File: config.mk
export PLATFORM = sky130hd
export DESIGN_NAME = multiplier_unit
export DESIGN_NICKNAME = d
export VERILOG_FILES = /design/src/common/mul_pkg.sv /design/src/logic/wb_skid_buffer.sv /design/src/multiplier/mul_combine_stage.sv /design/src/multiplier/mul_partial_stage.sv /design/src/multiplier/multiplier_unit.sv
export SDC_FILE = /design/constraint.sdc
export NUM_CORES = 2
export LEC_CHECK = 0
export BUFFER_PORTS_ARGS = -buffer_cell sky130_fd_sc_hd__buf_2
export CELL_PAD_IN_SITES_DETAIL_PLACEMENT = 2
export CELL_PAD_IN_SITES_GLOBAL_PLACEMENT = 2
export CORE_UTILIZATION = 46
export DETAILED_ROUTE_END_ITERATION = 16
export GPL_ROUTABILITY_DRIVEN = 1
export GPL_TIMING_DRIVEN = 0
export PLACE_DENSITY_LB_ADDON = 0.1
export SETUP_SLACK_MARGIN = 0.5
export SLEW_MARGIN = 10
export SYNTH_ARGS = -nofsm -noshare
export SYNTH_HDL_FRONTEND = slang
export SYNTH_SLANG_ARGS = --single-unit
File: constraint.sdc
create_clock -name clk -period 13.15 [get_ports clk]
set_input_delay 2.63 -clock clk [delete_from_list [all_inputs] [get_ports clk]]
set_output_delay 2.63 -clock clk [all_outputs]
set_load 0.005 [all_outputs]
File: src/common/mul_pkg.sv
/*
 * Shared definitions for the execute-stage multiply unit
 * Widths, micro-op encoding and the packed val/rdy messages
 */
package mul_pkg;

  // -------------------------------------------------------------------
  // Widths
  // -------------------------------------------------------------------

  localparam int XLEN          = 32;
  localparam int SEQ_NUM_BITS  = 5;
  localparam int REG_ADDR_BITS = 5;

  // Operands carry one extra sign bit inside the multiplier
  localparam int OPX_BITS = XLEN + 1;

  // Split point of the extended op2, low part unsigned
  localparam int SPLIT = 17;

  // 33 x 17 unsigned low part, 33 x 16 signed high part
  localparam int PP_LO_BITS = OPX_BITS + SPLIT;
  localparam int PP_HI_BITS = 2 * OPX_BITS - SPLIT;

  // Full product of two extended operands
  localparam int PROD_BITS = 2 * OPX_BITS;

  // -------------------------------------------------------------------
  // Micro-ops
  // -------------------------------------------------------------------

  typedef enum logic [1:0] {
    MUL    = 2'd0,  // low word
    MULH   = 2'd1,  // signed x signed, high word
    MULHSU = 2'd2,  // signed x unsigned, high word
    MULHU  = 2'd3   // unsigned x unsigned, high word
  } rv_uop;

  // -------------------------------------------------------------------
  // Messages
  // -------------------------------------------------------------------

  // Decode to execute
  typedef struct packed {
    logic [XLEN-1:0]          pc;
    logic [SEQ_NUM_BITS-1:0]  seq_num;
    logic [XLEN-1:0]          op1;
    logic [XLEN-1:0]          op2;
    logic [REG_ADDR_BITS-1:0] waddr;
    rv_uop                    uop;
  } d_x_msg_t;

  // Execute to writeback
  typedef struct packed {
    logic [XLEN-1:0]          pc;
    logic [SEQ_NUM_BITS-1:0]  seq_num;
    logic [REG_ADDR_BITS-1:0] waddr;
    logic [XLEN-1:0]          wdata;
    logic                     wen;
  } x_w_msg_t;

  // Between partial and combine stages
  typedef struct packed {
    logic [XLEN-1:0]          pc;
    logic [SEQ_NUM_BITS-1:0]  seq_num;
    logic [REG_ADDR_BITS-1:0] waddr;
    rv_uop                    uop;
    logic [PP_LO_BITS-1:0]    pp_lo;
    logic [PP_HI_BITS-1:0]    pp_hi;
  } mul_mid_t;

endpackage

File: src/logic/wb_skid_buffer.sv
/*
 * Two-entry writeback buffer
 * Input ready depends on occupancy only
 */
module wb_skid_buffer
  import mul_pkg::*;
(
  input  logic     clk,
  input  logic     rst_n,
  input  x_w_msg_t in_msg,
  input  logic     in_val,
  output logic     in_rdy,
  output x_w_msg_t out_msg,
  output logic     out_val,
  input  logic     out_rdy
);

  x_w_msg_t   entries [2];
  logic       rd_ptr;
  logic       wr_ptr;
  logic [1:0] count;
  logic       push;
  logic       pop;

  // Downstream ready never reaches the input side
  assign in_rdy  = (count != 2'd2);
  assign out_val = (count != 2'd0);
  assign out_msg = entries[rd_ptr];

  assign push = in_val && in_rdy;
  assign pop  = out_val && out_rdy;

  // -------------------------------------------------------------------
  // Pointers and occupancy
  // -------------------------------------------------------------------

  // One-bit pointers wrap on their own
  always_ff @(posedge clk) begin
    if (!rst_n) begin
      rd_ptr <= 1'b0;
      wr_ptr <= 1'b0;
      count  <= 2'd0;
    end else begin
      if (push) begin
        wr_ptr <= ~wr_ptr;
      end
      if (pop) begin
        rd_ptr <= ~rd_ptr;
      end
      // Simultaneous push and pop leaves count alone
      if (push && !pop) begin
        count <= count + 2'd1;
      end else if (pop && !push) begin
        count <= count - 2'd1;
      end
    end
  end

  // Storage
  always_ff @(posedge clk) begin
    if (push) begin
      entries[wr_ptr] <= in_msg;
    end
  end

endmodule

File: src/multiplier/mul_combine_stage.sv
/*
 * Second multiply stage
 * Partial sum, result word select and writeback message
 */
module mul_combine_stage
  import mul_pkg::*;
(
  input  logic     clk,
  input  logic     rst_n,
  input  mul_mid_t in_msg,
  input  logic     in_val,
  output logic     in_rdy,
  output x_w_msg_t out_msg,
  output logic     out_val,
  input  logic     out_rdy
);

  logic signed [PROD_BITS-1:0] product;
  logic [XLEN-1:0]             result;
  logic                        load;

  x_w_msg_t slot;
  logic     slot_val;

  // -------------------------------------------------------------------
  // Product and result select
  // -------------------------------------------------------------------

  // Both partials sign-extend to the full width before the add
  assign product = $signed(in_msg.pp_lo) + ($signed(in_msg.pp_hi) <<< SPLIT);

  // MUL wants the low word, the MULH family the high word
  always_comb begin
    if (in_msg.uop == MUL) begin
      result = product[XLEN-1:0];
    end else begin
      result = product[2*XLEN-1:XLEN];
    end
  end

  // -------------------------------------------------------------------
  // Register slot
  // -------------------------------------------------------------------

  assign in_rdy = !slot_val || out_rdy;
  assign load   = in_val && in_rdy;

  always_ff @(posedge clk) begin
    if (!rst_n) begin
      slot_val <= 1'b0;
    end else if (load) begin
      slot_val <= 1'b1;
    end else if (out_rdy) begin
      slot_val <= 1'b0;
    end
  end

  always_ff @(posedge clk) begin
    if (load) begin
      slot.pc      <= in_msg.pc;
      slot.seq_num <= in_msg.seq_num;
      slot.waddr   <= in_msg.waddr;
      slot.wdata   <= result;
      // x0 is never written
      slot.wen     <= |in_msg.waddr;
    end
  end

  assign out_msg = slot;
  assign out_val = slot_val;

endmodule

File: src/multiplier/mul_partial_stage.sv
/*
 * First multiply stage
 * Operand extension by micro-op and two registered partial products
 */
module mul_partial_stage
  import mul_pkg::*;
(
  input  logic     clk,
  input  logic     rst_n,
  input  d_x_msg_t in_msg,
  input  logic     in_val,
  output logic     in_rdy,
  output mul_mid_t out_msg,
  output logic     out_val,
  input  logic     out_rdy
);

  logic                         op1_signed;
  logic                         op2_signed;
  logic [OPX_BITS-1:0]          op1_ext;
  logic [OPX_BITS-1:0]          op2_ext;
  logic signed [PP_LO_BITS-1:0] pp_lo;
  logic signed [PP_HI_BITS-1:0] pp_hi;
  logic                         load;

  mul_mid_t slot;
  logic     slot_val;

  // -------------------------------------------------------------------
  // Operand extension
  // -------------------------------------------------------------------

  // MUL takes the zero-extended path, its low word is the same
  always_comb begin
    op1_signed = (in_msg.uop == MULH) || (in_msg.uop == MULHSU);
    op2_signed = (in_msg.uop == MULH);
    op1_ext    = {op1_signed & in_msg.op1[XLEN-1], in_msg.op1};
    op2_ext    = {op2_signed & in_msg.op2[XLEN-1], in_msg.op2};
  end

  // Low part of op2 is unsigned, hence the zero pad
  assign pp_lo = $signed(op1_ext) * $signed({1'b0, op2_ext[SPLIT-1:0]});

  // High part keeps the sign bit of the extended op2
  assign pp_hi = $signed(op1_ext) * $signed(op2_ext[OPX_BITS-1:SPLIT]);

  // -------------------------------------------------------------------
  // Register slot
  // -------------------------------------------------------------------

  // Free when empty or drained this cycle
  assign in_rdy = !slot_val || out_rdy;
  assign load   = in_val && in_rdy;

  always_ff @(posedge clk) begin
    if (!rst_n) begin
      slot_val <= 1'b0;
    end else if (load) begin
      slot_val <= 1'b1;
    end else if (out_rdy) begin
      slot_val <= 1'b0;
    end
  end

  always_ff @(posedge clk) begin
    if (load) begin
      slot.pc      <= in_msg.pc;
      slot.seq_num <= in_msg.seq_num;
      slot.waddr   <= in_msg.waddr;
      slot.uop     <= in_msg.uop;
      slot.pp_lo   <= pp_lo;
      slot.pp_hi   <= pp_hi;
    end
  end

  assign out_msg = slot;
  assign out_val = slot_val;

endmodule

File: src/multiplier/multiplier_unit.sv
/*
 * Multiply unit top level
 * Partial stage, combine stage and writeback buffer in a chain
 */
module multiplier_unit
  import mul_pkg::*;
(
  input  logic     clk,
  input  logic     rst_n,
  input  d_x_msg_t d_msg,
  input  logic     d_val,
  output logic     d_rdy,
  output x_w_msg_t w_msg,
  output logic     w_val,
  input  logic     w_rdy
);

  // Stage 1 to stage 2
  mul_mid_t mid_msg;
  logic     mid_val;
  logic     mid_rdy;

  // Stage 2 to buffer
  x_w_msg_t res_msg;
  logic     res_val;
  logic     res_rdy;

  mul_partial_stage u_partial (
    .clk     (clk),
    .rst_n   (rst_n),
    .in_msg  (d_msg),
    .in_val  (d_val),
    .in_rdy  (d_rdy),
    .out_msg (mid_msg),
    .out_val (mid_val),
    .out_rdy (mid_rdy)
  );

  mul_combine_stage u_combine (
    .clk     (clk),
    .rst_n   (rst_n),
    .in_msg  (mid_msg),
    .in_val  (mid_val),
    .in_rdy  (mid_rdy),
    .out_msg (res_msg),
    .out_val (res_val),
    .out_rdy (res_rdy)
  );

  // Cuts the w_rdy path back into the pipeline
  wb_skid_buffer u_wb_buf (
    .clk     (clk),
    .rst_n   (rst_n),
    .in_msg  (res_msg),
    .in_val  (res_val),
    .in_rdy  (res_rdy),
    .out_msg (w_msg),
    .out_val (w_val),
    .out_rdy (w_rdy)
  );

endmodule

==> impl_metrics.tcl <==
set metrics [dict create \
    run_status "finished, final reports clean" \
    postSynthCellCount 5192 \
    viasPerCell 5.754 \
    remaining_drc_errors 0 \
    fin_nets 6836 \
    rsz0062_at_grt "no" \
    synth_cell_types 65 \
    tightestPinTransition_ns 1.355 \
    setup_viol 0 \
    root_buffer "clkbuf_16" \
    cts_tree "built" \
    wire_per_inst_um 31.33 \
    r2r_setup_slack_ns 9.01 \
    ys_seq_elements 373 \
    antenna_found_initial 39 \
    syn_area_per_cell_um2 10.01 \
    ys_warn_count 0 \
    fin_crit_ns 12.02 \
    cp_data_arrival_time_ns 12.23 \
    seq_area_mm2 0.01113 \
    vias 40080 \
    h-tree-depth 2 \
    drtIter0Drc 2689 \
    clockBufferDepth 3 \
    cp.required_ns 13.36 \
    rows 122 \
    nFillCells 11550 \
    synth.largest_area_cell "fa_1" \
    grt_pass1_vias 47020 \
    initial_core_util_pct 46.71 \
    r2r_cells 12 \
    cp.buffers_inverters 5 \
    fp.dieArea_mm2 0.1144 \
    async_flop_share_pct 0 \
    holdBufCountCts 0 \
    grt_max_degree 64 \
    finalCritPeriodShare_pct 91.40 \
    postCtsSetupRepairBufs 0 \
    cap_violations 0 \
    cts_buffers 38 \
    synth_ff_type "edfxtp_1" \
    drt_first_pass_iters 5 \
    whs_ns 0.4109 \
    multi_input_area_mm2 0.03567 \
    critPathKind "in -> reg" \
    hold_class "reg -> reg" \
    clk_latency_ns 0.61 \
    syn-cell-area_mm2 0.05198 \
    max_stage_delay_ns 1.10 \
    ioPinCount 189 \
    slew_viol_final 0 \
    ys_seq_area_share_pct 21.41 \
    pre_cts_ws_ns 1.549 \
    cp-start-kind "input port" \
    syn2layout_area_growth_pct 8.193 \
    clkSinkCount 373 \
    whs_path_depth 0 \
    path_delay_family "compound AO/OA/AOI/OAI gates" \
    regToRegStartpoint "u_partial.out_msg[66]$_DFFE_PP_" \
    clk_pin_slew_ns 0.08 \
    coreArea_mm2 0.1113 \
    max_freq_ghz 0.08320 \
    grt_pass1_wl_um 317500 \
    clock_skew_ns 0.06041 \
    fp.dieH_um 338.2 \
    cp_common_cell "fa_1" \
    slew-limit-headroom_pct 9.673 \
    crit_fanout 10 \
    synth-edff-count 366 \
    slowest_stage "a2111oi_0" \
    syn-num-nets 6600 \
    fin_setup_tns_ns 0 \
    groute.usage.overall_pct 38.40 \
    setup_ws_ns 1.131 \
    drive_above_1_share_pct 6.562 \
    crit_path_end_kind "register" \
    worstPathCellList "buf_2 > clkbuf_1 > nand2_1 > fa_1 > inv_1 > fa_1 > inv_1 > fa_1 > inv_1 > ha_1 > fa_1 > fa_1 > ha_1 > a2111oi_0 > a221oi_1 > a21oi_1 > o21ai_2 > o2111a_1 > o2111ai_1 > a21oi_1 > a211oi_1" \
    worst-path-stages 21 \
    gp_congestion 0.9483 \
    synthTopCellsByArea "fa_1 39%, edfxtp_1 21%, inv_1 8.3%" \
    die_width_um 338.2 \
    overflow 0 \
    synth_top_area_share_pct 39.20 \
    hold_viol_final 0 \
    critPathLaunch "d_msg[48]" \
    postRouteAntennaNets 0 \
    dpl.hpwl_um 174700 \
    cts_resized 0 \
    wl_um 218200 \
    worstHoldStart "u_partial.out_msg[130]$_DFFE_PP_" \
    port_buffers 188 \
]
-- path summary, 6_finish.rpt --
| check | endpoint |
|---|---|
| min | u_combine.out_msg[62]$_DFFE_PP_ |
| max reg2reg | u_combine.out_msg[12]$_DFFE_PP_ |
| min reg2reg | u_combine.out_msg[62]$_DFFE_PP_ |
| max | u_partial.out_msg[98]$_DFFE_PP_ |
-- cell families after synthesis --
| kind of cell | count (synthesis) | synth area share [%] |
|---|---|---|
| AOI/OAI and AO/OA | 463 | 5.760 |
| xor gates and xnor gates | 139 | 2.342 |
| adders and majority gates | 1296 | 45.90 |
| buffers and inverters | 1388 | 10.02 |
| DFF | 373 | 21.41 |
| muxes | 77 | 1.663 |
| and+or+nand+nor | 1456 | 12.90 |
-- metrics by stage --
| step | util, % | instance area [um^2] | std cells |
|---|---|---|---|
| 6_report | 50.54 | 56240 | 6966 |
| 3_5_place_dp | 49.41 | 54980 | 6876 |
| 3_3_place_gp | 49.23 | 54790 | 6868 |
| 5_1_grt | 50.51 | 56200 | 6951 |
| 2_1_floorplan | - | 51980 | 5192 |
| 4_1_cts | 50.49 | 56180 | 6944 |
-- cell usage in the layout, fill, tap and decap left out, types with 11 or more instances in the layout --
cell type and n:
a211oi_1 20, a21o_1 75, a21oi_1 145, a31oi_1 15
and2_1 355, and3_1 17, buf_2 189, clkbuf_1 241
clkbuf_16 38, diode_2 22, edfxtp_1 366, fa_1 1018
ha_1 278, inv_1 1152, mux2_2 75, nand2_1 811
nand2b_1 11, nand3_1 32, nor2_1 135, nor3_1 27
o211ai_1 11, o21a_1 25, o21ai_0 78, o21bai_1 21
or2_2 13, xnor2_1 96, xor2_1 43
-- state kept, by name, summed over array words and instances (netlist names), named ones only --
| register | cells |
|---|---|
| u_wb_buf.entries | 150 |
| u_wb_buf.count | 2 |
| u_wb_buf.wr_ptr | 1 |
| u_wb_buf.rd_ptr | 1 |
| u_combine.out_val | 1 |
| u_partial.out_msg | 141 |
| u_combine.out_msg | 75 |
| u_partial.out_val | 1 |
-- cell usage after synthesis (all sizes together), types with 25 or more instances --
library cell / instances
o21a: 25
a21o: 78
nor3: 27
fa: 1018
mux2: 75
xnor2: 96
edfxtp: 366
clkbuf: 236
and2: 356
nor2: 136
o21ai: 80
nand3: 32
a21oi: 145
nand2: 811
ha: 278
xor2: 43
inv: 1152
-- final cells by class --
class | instances | share of cell area, %
antenna | 22 | 0.09789
buffer | 236 | 1.580
clock buffer | 45 | 1.737
clock inverter | 23 | 0.4027
inverter | 1152 | 7.689
multi-input combinational | 3431 | 63.42
sequential | 373 | 19.79
tap | 1488 | 3.310
timing repair buffer | 196 | 1.971
-- worst reg2reg max path, stage by stage, from the launching register on --
cell and delay, ns:
edfxtp_1 0.59, ha_1 0.34, inv_1 0.14, fa_1 0.28
nor2b_1 0.10, o31a_1 0.32, o211a_1 0.32, o311ai_1 0.35
a21oi_1 0.18, or4_1 0.43, a31oi_1 0.20, xor2_1 0.43
o21ai_0 0.17
-- metal layers --
layer	wire length [um]	up-vias	track usage (%)
li1	-	16270	-
met1	80630	21380	45.37
met2	108300	1727	65.63
met3	13940	681	5.818
met4	15190	28	24.14
met5	204	-	0
Power is left out: the tool's default activity adds up to more than one toggle a clock period on the data nets, which glitch-free logic cannot reach.
